[config.mk]
export PLATFORM = sky130hd
export DESIGN_NAME = commit_top
export DESIGN_NICKNAME = d
export VERILOG_FILES = /design/src/commit_pkg.sv /design/src/slot_if.sv /design/src/commit_top.sv /design/src/exec_commit_reg.sv /design/src/load_capture.sv /design/src/readdata_format.sv /design/src/redirect_unit.sv /design/src/slot_writeback.sv
export SDC_FILE = /design/constraint.sdc
export NUM_CORES = 1
export LEC_CHECK = 0
export ABC_AREA = 1
export ABC_CLOCK_PERIOD_IN_PS = 11610
export BUFFER_PORTS_ARGS = -buffer_cell sky130_fd_sc_hd__buf_2
export CAP_MARGIN = 20
export CORE_AREA = 2 2 194 196
export DETAILED_ROUTE_END_ITERATION = 8
export DIE_AREA = 0 0 196 198
export PLACE_DENSITY = 0.5
export RECOVER_POWER = 25
export SYNTH_ARGS = -nofsm -noshare
export SYNTH_HDL_FRONTEND = slang
export SYNTH_SLANG_ARGS = --single-unit
[constraint.sdc]
create_clock -name clk -period 11.61 [get_ports clk]
set_clock_uncertainty 0.15 [all_clocks]
set_input_delay 1.161 -clock clk [delete_from_list [all_inputs] [get_ports clk]]
set_output_delay 1.161 -clock clk [all_outputs]
set_load 0.01 [all_outputs]
[src/commit_pkg.sv]
package commit_pkg;

    typedef logic [31:0] word_t;
    typedef logic [4:0]  reg_addr_t;
    typedef logic [3:0]  op_t;

    // issue width of the pipeline
    localparam int NUM_SLOTS = 2;

    // fall-through from the older slot skips the whole pair
    localparam word_t PAIR_BYTES = 32'd8;

    // committed operation codes
    localparam op_t OP_ALU = 4'd0;
    localparam op_t OP_LB  = 4'd1;
    localparam op_t OP_LBU = 4'd2;
    localparam op_t OP_LH  = 4'd3;
    localparam op_t OP_LHU = 4'd4;
    localparam op_t OP_LW  = 4'd5;
    localparam op_t OP_SB  = 4'd6;
    localparam op_t OP_SH  = 4'd7;
    localparam op_t OP_SW  = 4'd8;

    // packed slot fields from the msb down
    // valid, pc, op, destreg, regwrite, memtoreg, alu_result, mem_addr,
    // is_branch, is_jump, taken, pred_taken, target
    localparam int SLOT_BITS = 4 * $bits(word_t) + $bits(op_t) + $bits(reg_addr_t) + 7;

    typedef logic [SLOT_BITS-1:0] slot_bits_t;

    // everything but the valid bit
    typedef logic [SLOT_BITS-2:0] slot_payload_t;

endpackage

[src/slot_if.sv]
`timescale 1ns/100ps

interface slot_if
    import commit_pkg::*;
();

    logic      valid;
    word_t     pc;
    op_t       op;
    reg_addr_t destreg;
    logic      regwrite;
    logic      memtoreg;
    word_t     alu_result;
    word_t     mem_addr;
    logic      is_branch;
    logic      is_jump;
    logic      taken;
    logic      pred_taken;
    word_t     target;

    modport src (
        output valid, pc, op, destreg, regwrite, memtoreg, alu_result,
        output mem_addr, is_branch, is_jump, taken, pred_taken, target
    );

    modport dst (
        input valid, pc, op, destreg, regwrite, memtoreg, alu_result,
        input mem_addr, is_branch, is_jump, taken, pred_taken, target
    );

endinterface

[src/commit_top.sv]
`timescale 1ns/100ps

module commit_top
    import commit_pkg::*;
(
    input  logic      clk,
    input  logic      rst_n,
    input  logic      stall,
    // older slot from execute
    input  logic      valid_1, regwrite_1, memtoreg_1,
    input  logic      is_branch_1, is_jump_1, taken_1, pred_taken_1,
    input  word_t     pc_1, alu_result_1, mem_addr_1, target_1,
    input  op_t       op_1,
    input  reg_addr_t destreg_1,
    // younger slot
    input  logic      valid_0, regwrite_0, memtoreg_0,
    input  logic      is_branch_0, is_jump_0, taken_0, pred_taken_0,
    input  word_t     pc_0, alu_result_0, mem_addr_0, target_0,
    input  op_t       op_0,
    input  reg_addr_t destreg_0,
    // data memory
    input  logic      dmem_en,
    input  word_t     dmem_rdata,
    input  logic      dmem_data_ok,
    // register writes and bypass
    output logic      wb_en_1, wb_en_0,
    output reg_addr_t wb_reg_1, wb_reg_0,
    output word_t     wb_data_1, wb_data_0,
    output logic      finish,
    // fetch and predictor
    output logic      redirect_valid,
    output word_t     redirect_pc,
    output logic      bpb_wen,
    output word_t     bpb_pc,
    output logic      bpb_taken,
    output word_t     bpb_target
);

    slot_bits_t in_1;
    slot_bits_t in_0;
    word_t      rdata;
    word_t      load_data;

    slot_if slot1 ();
    slot_if slot0 ();

    assign in_1 = {valid_1, pc_1, op_1, destreg_1, regwrite_1, memtoreg_1,
                   alu_result_1, mem_addr_1, is_branch_1, is_jump_1,
                   taken_1, pred_taken_1, target_1};
    assign in_0 = {valid_0, pc_0, op_0, destreg_0, regwrite_0, memtoreg_0,
                   alu_result_0, mem_addr_0, is_branch_0, is_jump_0,
                   taken_0, pred_taken_0, target_0};

    exec_commit_reg u_reg (
        .clk   (clk),
        .rst_n (rst_n),
        .stall (stall),
        .in_1  (in_1),
        .in_0  (in_0),
        .slot1 (slot1),
        .slot0 (slot0)
    );

    load_capture u_capture (
        .clk          (clk),
        .rst_n        (rst_n),
        .stall        (stall),
        .dmem_en      (dmem_en),
        .dmem_data_ok (dmem_data_ok),
        .dmem_rdata   (dmem_rdata),
        .rdata        (rdata),
        .finish       (finish)
    );

    readdata_format u_format (
        .slot1     (slot1),
        .slot0     (slot0),
        .rdata     (rdata),
        .load_data (load_data)
    );

    slot_writeback u_wb1 (
        .slot      (slot1),
        .load_data (load_data),
        .finish    (finish),
        .wb_en     (wb_en_1),
        .wb_reg    (wb_reg_1),
        .wb_data   (wb_data_1)
    );

    slot_writeback u_wb0 (
        .slot      (slot0),
        .load_data (load_data),
        .finish    (finish),
        .wb_en     (wb_en_0),
        .wb_reg    (wb_reg_0),
        .wb_data   (wb_data_0)
    );

    redirect_unit u_redirect (
        .slot1          (slot1),
        .redirect_valid (redirect_valid),
        .bpb_wen        (bpb_wen),
        .bpb_taken      (bpb_taken),
        .redirect_pc    (redirect_pc),
        .bpb_pc         (bpb_pc),
        .bpb_target     (bpb_target)
    );

endmodule

[src/exec_commit_reg.sv]
`timescale 1ns/100ps

module exec_commit_reg
    import commit_pkg::*;
(
    input  logic       clk,
    input  logic       rst_n,
    input  logic       stall,
    input  slot_bits_t in_1,
    input  slot_bits_t in_0,
    slot_if.src        slot1,
    slot_if.src        slot0
);

    logic [NUM_SLOTS-1:0] valid_q;
    slot_payload_t        data_q [NUM_SLOTS];

    always_ff @(posedge clk)
    begin
        if (!rst_n)
        begin
            valid_q <= '0;
        end
        else if (!stall)
        begin
            valid_q <= {in_1[SLOT_BITS-1], in_0[SLOT_BITS-1]};
        end
    end

    // payload of both slots
    always_ff @(posedge clk)
    begin
        if (!stall)
        begin
            data_q[1] <= in_1[SLOT_BITS-2:0];
            data_q[0] <= in_0[SLOT_BITS-2:0];
        end
    end

    assign slot1.valid = valid_q[1];
    assign {slot1.pc, slot1.op, slot1.destreg, slot1.regwrite, slot1.memtoreg,
            slot1.alu_result, slot1.mem_addr, slot1.is_branch, slot1.is_jump,
            slot1.taken, slot1.pred_taken, slot1.target} = data_q[1];

    assign slot0.valid = valid_q[0];
    assign {slot0.pc, slot0.op, slot0.destreg, slot0.regwrite, slot0.memtoreg,
            slot0.alu_result, slot0.mem_addr, slot0.is_branch, slot0.is_jump,
            slot0.taken, slot0.pred_taken, slot0.target} = data_q[0];

endmodule

[src/load_capture.sv]
`timescale 1ns/100ps

module load_capture
    import commit_pkg::*;
(
    input  logic  clk,
    input  logic  rst_n,
    input  logic  stall,
    input  logic  dmem_en,
    input  logic  dmem_data_ok,
    input  word_t dmem_rdata,
    output word_t rdata,
    output logic  finish
);

    logic  ok_held;
    word_t rdata_held;

    // keep the first answer seen while the pair is stuck
    always_ff @(posedge clk)
    begin
        if (!rst_n || !stall)
        begin
            ok_held    <= 1'b0;
            rdata_held <= '0;
        end
        else if (dmem_data_ok && !ok_held)
        begin
            ok_held    <= 1'b1;
            rdata_held <= dmem_rdata;
        end
    end

    assign rdata  = dmem_data_ok ? dmem_rdata : rdata_held;
    assign finish = !dmem_en || dmem_data_ok || ok_held;

endmodule

[src/readdata_format.sv]
`timescale 1ns/100ps

module readdata_format
    import commit_pkg::*;
(
    slot_if.dst   slot1,
    slot_if.dst   slot0,
    input  word_t rdata,
    output word_t load_data
);

    function automatic logic is_mem_op(input op_t op);
        case (op)
            OP_LB, OP_LBU, OP_LH, OP_LHU, OP_LW: is_mem_op = 1'b1;
            OP_SB, OP_SH, OP_SW:                is_mem_op = 1'b1;
            OP_ALU:                             is_mem_op = 1'b0;
            default:                            is_mem_op = 1'b0;
        endcase
    endfunction

    op_t          mem_op;
    logic [1:0]   offset;
    logic [7:0]   byte_sel;
    logic [15:0]  half_sel;

    // older slot owns the port if it touches memory
    assign mem_op = is_mem_op(slot1.op) ? slot1.op : slot0.op;
    assign offset = is_mem_op(slot1.op) ? slot1.mem_addr[1:0] : slot0.mem_addr[1:0];

    // little endian lanes
    assign byte_sel = rdata[{offset, 3'b000} +: 8];
    assign half_sel = offset[1] ? rdata[31:16] : rdata[15:0];

    always_comb
    begin
        case (mem_op)
            OP_LB:   load_data = {{24{byte_sel[7]}}, byte_sel};
            OP_LBU:  load_data = {24'd0, byte_sel};
            OP_LH:   load_data = {{16{half_sel[15]}}, half_sel};
            OP_LHU:  load_data = {16'd0, half_sel};
            default: load_data = rdata;
        endcase
    end

endmodule

[src/redirect_unit.sv]
`timescale 1ns/100ps

module redirect_unit
    import commit_pkg::*;
(
    slot_if.dst   slot1,
    output logic  redirect_valid,
    output logic  bpb_wen,
    output logic  bpb_taken,
    output word_t redirect_pc,
    output word_t bpb_pc,
    output word_t bpb_target
);

    logic branch_miss;
    logic jump_miss;
    logic taken_eff;

    assign branch_miss = slot1.is_branch && (slot1.taken != slot1.pred_taken);
    assign jump_miss   = slot1.is_jump && !slot1.pred_taken;

    // a jump always goes to its target
    assign taken_eff = slot1.taken || slot1.is_jump;

    assign redirect_valid = slot1.valid && (branch_miss || jump_miss);
    assign redirect_pc    = taken_eff ? slot1.target : slot1.pc + PAIR_BYTES;

    assign bpb_wen    = slot1.valid && (slot1.is_branch || slot1.is_jump);
    assign bpb_pc     = slot1.pc;
    assign bpb_taken  = taken_eff;
    assign bpb_target = slot1.target;

endmodule

[src/slot_writeback.sv]
`timescale 1ns/100ps

module slot_writeback
    import commit_pkg::*;
(
    slot_if.dst       slot,
    input  word_t     load_data,
    input  logic      finish,
    output logic      wb_en,
    output reg_addr_t wb_reg,
    output word_t     wb_data
);

    assign wb_data = slot.memtoreg ? load_data : slot.alu_result;
    assign wb_reg  = slot.destreg;

    // only write once the pair's memory access is done
    assign wb_en = slot.valid && slot.regwrite && finish;

endmodule

# After elaboration in Yosys (flattened, before gate mapping)
# Memories as Yosys holds them, arrays and structs flattened.
# Cells that the tools add are included.
# W data, S select, Z words.
[word_totals]
ram_bits = 286
mem_count = 3
elab_cells = 42
romBits = 32
register_bits = 35
[mem_list]
columns = ["name", "words", "width", "rd", "rd_clocked_by_memory_dff", "wr", "line_no", "source"]
rows = [
  ["u_reg.data_q", 2, 143, 2, 0, 2, "exec_commit_reg.sv:16", "slot_payload_t data_q [NUM_SLOTS];"],
  ["(name not given)", 16, 1, 1, 0, 0, "readdata_format.sv:13", "case (op)"],
  ["(name not given)", 16, 1, 1, 0, 0, "readdata_format.sv:13", ""],
]
[classes]
muxes = 9
n_shift = 1
n_reduce_logical = 20
addsub = 1
n_eq_ne = 5
[ops]
columns = ["cell", "count"]
rows = [
  ["$mux W32", 4],
  ["$pmux W32 S4", 1],
  ["$add A32 B4 Y32 const B", 1],
  ["$shiftx A32 B6 Y8", 1],
  ["$mux W16", 1],
  ["$logic_and A1 B1 Y1", 9],
  ["$eq A4 B2 Y1 const B", 2],
  ["$logic_or A1 B1 Y1", 6],
  ["$logic_not A1 Y1", 5],
  ["$eq A4 B1 Y1 const B", 1],
  ["$eq A4 B3 Y1 const B", 1],
  ["$mux W4", 1],
  ["$mux W2", 1],
  ["$mux W1", 1],
  ["$ne A1 B1 Y1", 1],
]

# Depth between registers and ports, before layout
# Gate-level depths: netlist of the first run.
# An unclocked memory read counts as a cell.
[logic_depth]
depth_word = 5
depth_mapped = 15

# Modules after synthesis
# From an unflattened synthesis of the first run, not the netlist that was laid out.
[unflattened]
hier_cells = 1346
area_unflattened_um2 = 14383.8
[by_module_without_submodules]
columns = ["mod", "instances", "cells_per_inst", "seq_area_each_um2", "area_each_um2"]
rows = [
  ["exec_commit_reg", 1, 299, 8628.3, 8669.6],
  ["load_capture", 1, 285, 660.6, 1766.7],
  ["redirect_unit", 1, 328, 0.0, 1719.1],
  ["readdata_format", 1, 210, 0.0, 1147.4],
  ["slot_writeback", 2, 112, 0.0, 540.5],
]

# Worst setup path before layout of the first run
# Ideal clock, no wire load.
[synth_timing]
kind = "input to register"
from = "input port stall"
to = "memory u_reg.data_q[0][100] (netlist name) (enable)"
setup_time_ns = 0.510
path_stages = 1
path_slack_ns = 6.727
arrival_time_ns = 4.223
n_path_buf = 0
cell_sequence = "inv_1"
[synth_rtl]
columns = ["item", "line_no", "source"]
rows = [
  ["from (decl)", "commit_top.sv:8", "input logic stall,"],
  ["to (decl)", "exec_commit_reg.sv:16", ""],
]

# Worst setup path after layout of the first run
[layout_timing]
from = "input port dmem_data_ok"
to = "output port wb_data_1[8]"
[layout_via]
elab_chain_cells = 4
word_cells_on_any_way = 5
[layout_rtl]
columns = ["item", "line_no", "source"]
rows = [
  ["from (decl)", "commit_top.sv:24", "input logic dmem_data_ok,"],
  ["$mux W32 *", "load_capture.sv:34", "assign rdata = dmem_data_ok ? dmem_rdata : rdata_held;"],
  ["$shiftx A32 B6 Y8 / $mux W16 (equally long branches)", "readdata_format.sv:31, readdata_format.sv:32", ""],
  ["$pmux W32 S4 *", "readdata_format.sv:36", "case (mem_op)"],
  ["$mux W32 *", "slot_writeback.sv:14", "assign wb_data = slot.memtoreg ? load_data : slot.alu_result;"],
  ["to (decl)", "commit_top.sv:28", "output word_t wb_data_1, wb_data_0,"],
]
# Every way passes the cells marked *; elsewhere a longest branch is shown, timed or not.

==> summary.md, run 1 <==
| Metric | Value |
|---|---|
| Worst slew pin tran | 1050 ps |
| Number of global-route vias before repair | 8,454 |
| Post-CTS setup buffers | 0 |
| Synthesized area per cell | 9.00 sq um |
| Most instantiated library cell after synthesis | nand2_1 |
| Critical Path AT | approximately 4300 ps |
| PortBufs | 372 |
| Worst-Skew Late Latency | approximately 450 ps |
| Mapped Nets | about 1,400 |
| DP Wirelength | 26,000 microns |
| Filler cells | 3,946 |
| Post-DP Area | between 10,000 and 15,000 sq um |
| FF-to-FF path depth | 4 |
| Synth top area cells | edfxtp_1 50%, nand2_1 17%, dfxtp_1 7.3%, nand3_1 3.6%, inv_1 2.8% |
| Core Region | 37,000 sq um |
| Top cell types by occurrence after synthesis | 423 x nand2_1, 158 x edfxtp_1, 71 x inv_1 |
| Dpl ws | 5970 ps |
| 1st-pass router iterations | 4 |
| Synth warn | 0 |
| Reg area | 5450 sq um |
| P&R area growth vs syn | 29.8% |
| Finished Cell Area | 12,400 sq um |
| Starting Density | 0.259 |
| Layout Cells excl Fill | 1,905 |
| CTS max path bufs | 2 |
| Startpoint types | input port |
| Resized Gates After CTS | 0 |
| Post-synth top area cell | edfxtp_1 |
| Max incr delay on CP | 670 ps |
| Max capacitance violation total | 0 |
| Yosys reg bits | 193 |
| Yosys top cell area share | 0.496 |
| Leak | 5.89 nW |
| RSZ-0062 raised after global routing | no |
| Initial antenna violation count | 9 |
| CP dominant cell by count | nand2_1 |
| Placed Cells | 1,869 |
| Async SR Flop Fraction | 0 |
| First-pass GRT wire length | 49,800 microns |
| Fmax | roughly 180 MHz |
| IO Pins | 501 |
| Die W | between 150 and 200 microns |
| GR Overflow Total | 0 |
| Grt met3 use | 0.0601 |
| Flop2flop setup slack | 9940 ps |
| Die Y | 198 microns |
| Final slew viol count | 0 |
| Prevailing post-synth register cell | edfxtp_1 |
| Critical Path Slowest Stage Cell | clkinv_1 |
| Global routing met2 resource utilization | 0.319 |
| CTS root buf | clkbuf_16 |
| Worst Hold Slack | approximately 310 ps |
| GR Util All Layers | 0.175 |
| Relative slew slack | 0.299 |
| Tot Pwr | 1.80 mW |
| DR iter-0 viols | 523 |
| DRC | 0 |
| Antenna-violating nets left | 0 |
| Final min period | ~5600 ps |
| Seq/Total Area, Yosys | 0.569 |
| H-tree level count | 4 |
| Final wirelength | 34,100 microns |
| Hold depth | 2 |
| Fin worst setup slack | between 5000 and 6000 ps |
| Total Neg Setup Slack | 0 ps |
| Vias per Instance | between 4 and 5 |
| Post-synth EDFFs | between 150 and 200 |
| Final setup fails | 0 |
| Final core utilization | 0.336 |
| Largest net degree at the start of global routing | 89 |
| Area of the multi-input gates | 3590 sq um |
| Cell Area, Synth | 9560 sq um |
| CP endpoint kind | output pin |
| Grt peak-use layer | met2 |
| CP cell instances | buf_2 > clkinv_1 > nand2_1 > nand2_1 > nand2_1 > nand3_1 > nand3_2 > nand3_1 > nand2_1 > nand2_1 > buf_2 |
| NumNets Final | roughly 1,700 |
| Distinct cells, synth | 36 |
| Critical path fanouts, max | 42 |
| Setup CP Type | in2out |
| TritonCTS Sinks | 193 |
| Cell count after synthesis | 1,063 |
| Layout cells sized above 1 | 0.318 |
| Site row count | 71 |
| Routed via count | about 8,600 |
| Inserted Clock Buffers | 17 |
| Hold Violations, Final | 0 |
| Avg WL per Cell | 17.9 microns |
| Crit share post-route | 0.484 |
| P per Cell Area | ~140 nW/um^2 |
| CP required | 10,300 ps |
| IR drop worst, VDD | 0.110 mV |
| CTS clk-pin slew, worst paths | 70 ps |
| Routability cong. | 0.842 |
| Post-CTS Hold Fix Bufs | 0 |
| Met1 Track Usage GR | 0.184 |
| Worst min path class | reg2reg |
| Full die area | 38,800 sq um |
| Status | finished clean |
| TritonCTS clock tree | yes |
## worst max-delay path, delay by kind of cell
kind                   cells  cell delay [ps]
buffers and inverters      3             1410
and+or+nand+nor            8             1700
## cell type report
cell class	count	share of cell area
Tap cell	474	0.0478
Multi-Input combinational cell	744	0.289
Clock inverter	11	0.00665
Timing Repair Buffer	381	0.157
Antenna cell	4	0.000806
Sequential cell	193	0.439
Clock buffer	21	0.0363
Inverter	77	0.0237
## state kept, by name, indices dropped and copies added, names as in the netlist
signal,cells
u_reg.data_q,158
u_capture.rdata_held,32
u_reg.valid_q,2
u_capture.ok_held,1
## metal layers
layer  routed length [microns]  vias to the layer above
li1                          -                     4241
met1                     12700                     3973
met2                     17500                      330
met3                      2680                       56
met4                      1060                       10
met5                        63                        -
## layout by cell type, fill, tap and decap left out, drive strengths merged
cell type,Yosys,layout
buf,25,381
inv,75,78
o21ai,56,56
nand3b,15,15
xnor2,15,15
ha,1,1
diode,0,4
o211a,1,1
clkbuf,24,21
clkinv,2,9
a21oi,13,13
nand3,91,91
a211oi,23,23
nor3,2,2
nor4,1,1
a31o,1,1
o211ai,2,2
o21bai,2,2
clkinvlp,0,1
edfxtp,158,158
nand4,5,5
mux2i,7,7
o21a,14,14
xor2,8,8
a31oi,1,1
nor2,56,56
dfxtp,35,35
nand2,430,430
## worst paths after layout
check | start | to
max reg2reg | u_capture.ok_held | u_capture.rdata_held[16]
min | u_capture.rdata_held[15] | u_capture.rdata_held[15]
max | dmem_data_ok | wb_data_1[8]
min reg2reg | u_capture.rdata_held[15] | u_capture.rdata_held[15]
## report_power, final
| group | total, mW | switching [mW] | internal [mW] |
|---|---|---|---|
| Combinational | 0.401 | 0.258 | 0.143 |
| Sequential | 0.834 | 0.0298 | 0.805 |
| Clock | 0.560 | 0.279 | 0.281 |
## cell families (layout without fill, tap and decap cells)
| logic type | after synthesis | after routing | share of synthesized area |
|---|---|---|---|
| mux | 7 | 7 | 0.00733 |
| fa+ha+maj | 1 | 1 | 0.00131 |
| simple gates | 600 | 600 | 0.273 |
| flops | 193 | 193 | 0.569 |
| other cells | 0 | 4 | 0 |
| xor+xnor | 23 | 23 | 0.0211 |
| buf+inv | 126 | 490 | 0.0552 |
| compound gates | 113 | 113 | 0.0723 |
No activity file was read; power rests on OpenSTA's default activity.
==> run 2, diff against run 1 <==
ABC_CLOCK_PERIOD_IN_PS = 5000   (was 11610)
CORE_AREA = 2 2 197 199   (was 2 2 194 196)
DIE_AREA = 0 0 199 201   (was 0 0 196 198)
PLACE_DENSITY = 0.51   (was 0.5)
clock period = 5 ns   (was 11.61 ns; I/O delays follow)
==> run 2 against run 1 <==
- register-to-register slack got worse by 6600 ps
- cell count increased by 2.5%
- clock-buffer cell count decreased by 4
- worst setup slack got worse by 5300 ps
- final area is 0.93% higher
- clock power grew to 2.5 times the previous value
- critical path depth increased by 3
- die area up 3.1%
- total power increased by 140%
- utilization decreased by 0.71 points
- sequential share of layout area is 0.40 points lower
- sequential power up 130%
- critical endpoint is now wb_data_1[15]
==> summary.md, run 2 (synthesized netlist as in run 1, its figures left out) <==
| Metric | Value |
|---|---|
| Die Y | between 200 and 250 microns |
| Reg area | 5450 sq um |
| Hold depth | 1 |
| Critical Path AT | 3690 ps |
| Hold_sp | alu_result_1[20] |
| Filler cells | between 4,000 and 5,000 |
| Clock share of power | 0.326 |
| Routability cong. | 0.875 |
| Commonest cells after routing, fill and taps aside | 423 x nand2_1, 371 x buf_2, 158 x edfxtp_1 |
| Final setup fails | 0 |
| Total Neg Setup Slack | 0 ps |
| DP Wirelength | roughly 28,000 microns |
| Flop2flop setup slack | 3320 ps |
| Final core utilization | 0.329 |
| Site row count | 72 |
| Worst min path class | in2reg |
| Dpl ws | between 1000 and 1500 ps |
| P per Cell Area | 342 nW/um^2 |
| Setup CP Type | reg2out |
| Register share of total power | 0.453 |
| DR iter-0 viols | 588 |
| 1st-pass router iterations | 5 |
| RSZ-0062 raised after global routing | no |
| Final slew viol count | 0 |
| Resized Gates After CTS | 0 |
| Crit share post-route | 0.868 |
| Avg WL per Cell | 18.4 microns |
| GR Util All Layers | 0.181 |
| Routed via count | 8,663 |
| Die W | 199 microns |
| Antenna-violating nets left | 0 |
| IO Pins | 501 |
| Post-DP Area | 11,900 sq um |
| Switching power total | 1.42 mW |
| Startpoint types | register |
| H-tree level count | 4 |
| P&R area growth vs syn | 31.0% |
| Worst-Skew Late Latency | between 400 and 500 ps |
| CP cell instances | nor2_4 > nand2_1 > nand2_2 > nand2_4 > nand2_1 > nand2_2 > inv_2 > nand2_1 > nand3_1 > nand3_2 > nand3_1 > nand2_1 > nand2_1 > buf_2 |
| GR Overflow Total | 0 |
| Fin worst setup slack | 659 ps |
| CTS clk-pin slew, worst paths | around 80 ps |
| Critical Path Slowest Stage Cell | nand3_2 |
| Cell-internal power | about 2.9 mW |
| Layout Cells excl Fill | roughly 2,000 |
| Area of the multi-input gates | ~3600 sq um |
| Core Region | 38,100 sq um |
| Layout cells sized above 1 | 0.321 |
| Vias per Instance | 4.44 |
| Hold Violations, Final | 0 |
| DRC | 0 |
| Fmax | 230 MHz |
| Number of global-route vias before repair | roughly 8,400 |
| Final wirelength | 36,000 microns |
| Largest Register | u_reg.data_q |
| First-pass GRT wire length | about 52,000 microns |
| Flip-flop count of the largest register after layout | 158 |
| Leak | 5.91 nW |
| NumNets Final | 1,742 |
| Tot Pwr | 4.28 mW |
| Max incr delay on CP | 550 ps |
| TritonCTS Sinks | 193 |
| Gate power share | 0.221 |
| Worst path bufs/invs | 2 |
| Placed Cells | 1,914 |
| CTS root buf | clkbuf_16 |
| Status | finished clean |
| Largest net degree at the start of global routing | 89 |
| Max capacitance violation total | 0 |
| R2r endpoint | u_capture.rdata_held[19] |
| Sw Ratio | 0.331 |
| CP required | 4350 ps |
| Full die area | approximately 40,000 sq um |
| CP dominant cell by count | nand2_1 |
| Relative slew slack | 0.308 |
| Hold Path Sink | u_reg.data_q[0][231] |
| Reg-to-Reg Start | u_capture.ok_held |
| Inserted Clock Buffers | 17 |
| Post-CTS Hold Fix Bufs | 0 |
| Final min period | 4340 ps |
| CP endpoint kind | output pin |
| Worst Hold Slack | 49.5 ps |
| CTS max path bufs | 2 |
| Worst slew pin tran | 1040 ps |
| Critical path fanouts, max | 40 |
| Top Registers | u_reg.data_q: 158 flops, u_capture.rdata_held: 32 flops, u_reg.valid_q: 2 flops |
| TritonCTS clock tree | yes |
| Finished Cell Area | roughly 13,000 sq um |
| PortBufs | 372 |
| FF-to-FF path depth | 4 |
| Commonest non-fill, non-tap cell in the layout | nand2_1 |
| Initial antenna violation count | 20 |
| IR drop worst, VDD | 0.254 mV |
| Worst path top cell family by delay | simple AND/OR/NAND/NOR gates |
| Post-CTS setup buffers | 0 |
| Starting Density | 0.251 |
==> run 2: cell types whose count changed in the layout (fill, tap and decap cells not counted) <==
cell      previous run  this run
inv_8                0         3
buf_4                8        10
clkinv_8             0         4
buf_16               1         0
clkinv_4             4         2
clkbuf_1             3         1
buf_8                0         1
buf_2              372       371
clkinv_2             2         1
clkbuf_8             1         0
inv_6                4         5
clkinv_1             3         2
diode_2              4         5
==> run 2: layout make-up <==
class,instances,area share
diodes,5,0.000998
clock buffers,17,0.0339
clock inverters,15,0.0131
inverters,77,0.0235
multi-input cells,744,0.287
flip-flops and latches,193,0.435
well taps,518,0.0517
repair buffers,383,0.156
==> run 2: power by group through the flow <==
stage / combinational (mW) / sequential, mW / clock (mW)
6_report: 0.946 / 1.94 / 1.40
5_1_grt: 1.05 / 1.95 / 1.50
3_5_place_dp: 0.952 / 1.98 / 0
4_1_cts: 0.955 / 1.94 / 1.45
2_1_floorplan: 0.506 / 1.98 / 0
3_3_place_gp: 0.949 / 1.98 / 0
==> run 2: worst max-delay path by stage <==
stage / startpoint / endpoint / slack [ps] / cells after the start
CTS: u_reg.data_q[0][250] / wb_data_1[15] / 610 / 14
global placement: u_reg.data_q[0][250] / wb_data_1[15] / 1180 / 14
finish: u_reg.data_q[0][250] / wb_data_1[15] / 660 / 14
global route: u_reg.data_q[0][250] / wb_data_1[15] / 330 / 14
floorplan: stall / u_reg.data_q[0][100] / 780 / 1
detailed placement: u_reg.data_q[0][250] / wb_data_1[15] / 1130 / 14
==> run 2: routing by layer <==
layer | vias to the layer above | global-route usage | share of wire | wire (microns)
li1 | 4236 | - | - | -
met1 | 4014 | 0.220 | 0.42 | 15000
met2 | 318 | 0.289 | 0.47 | 16800
met3 | 71 | 0.0640 | 0.082 | 2960
met4 | 24 | 0.0765 | 0.030 | 1080
met5 | - | 0 | 0.0038 | 138
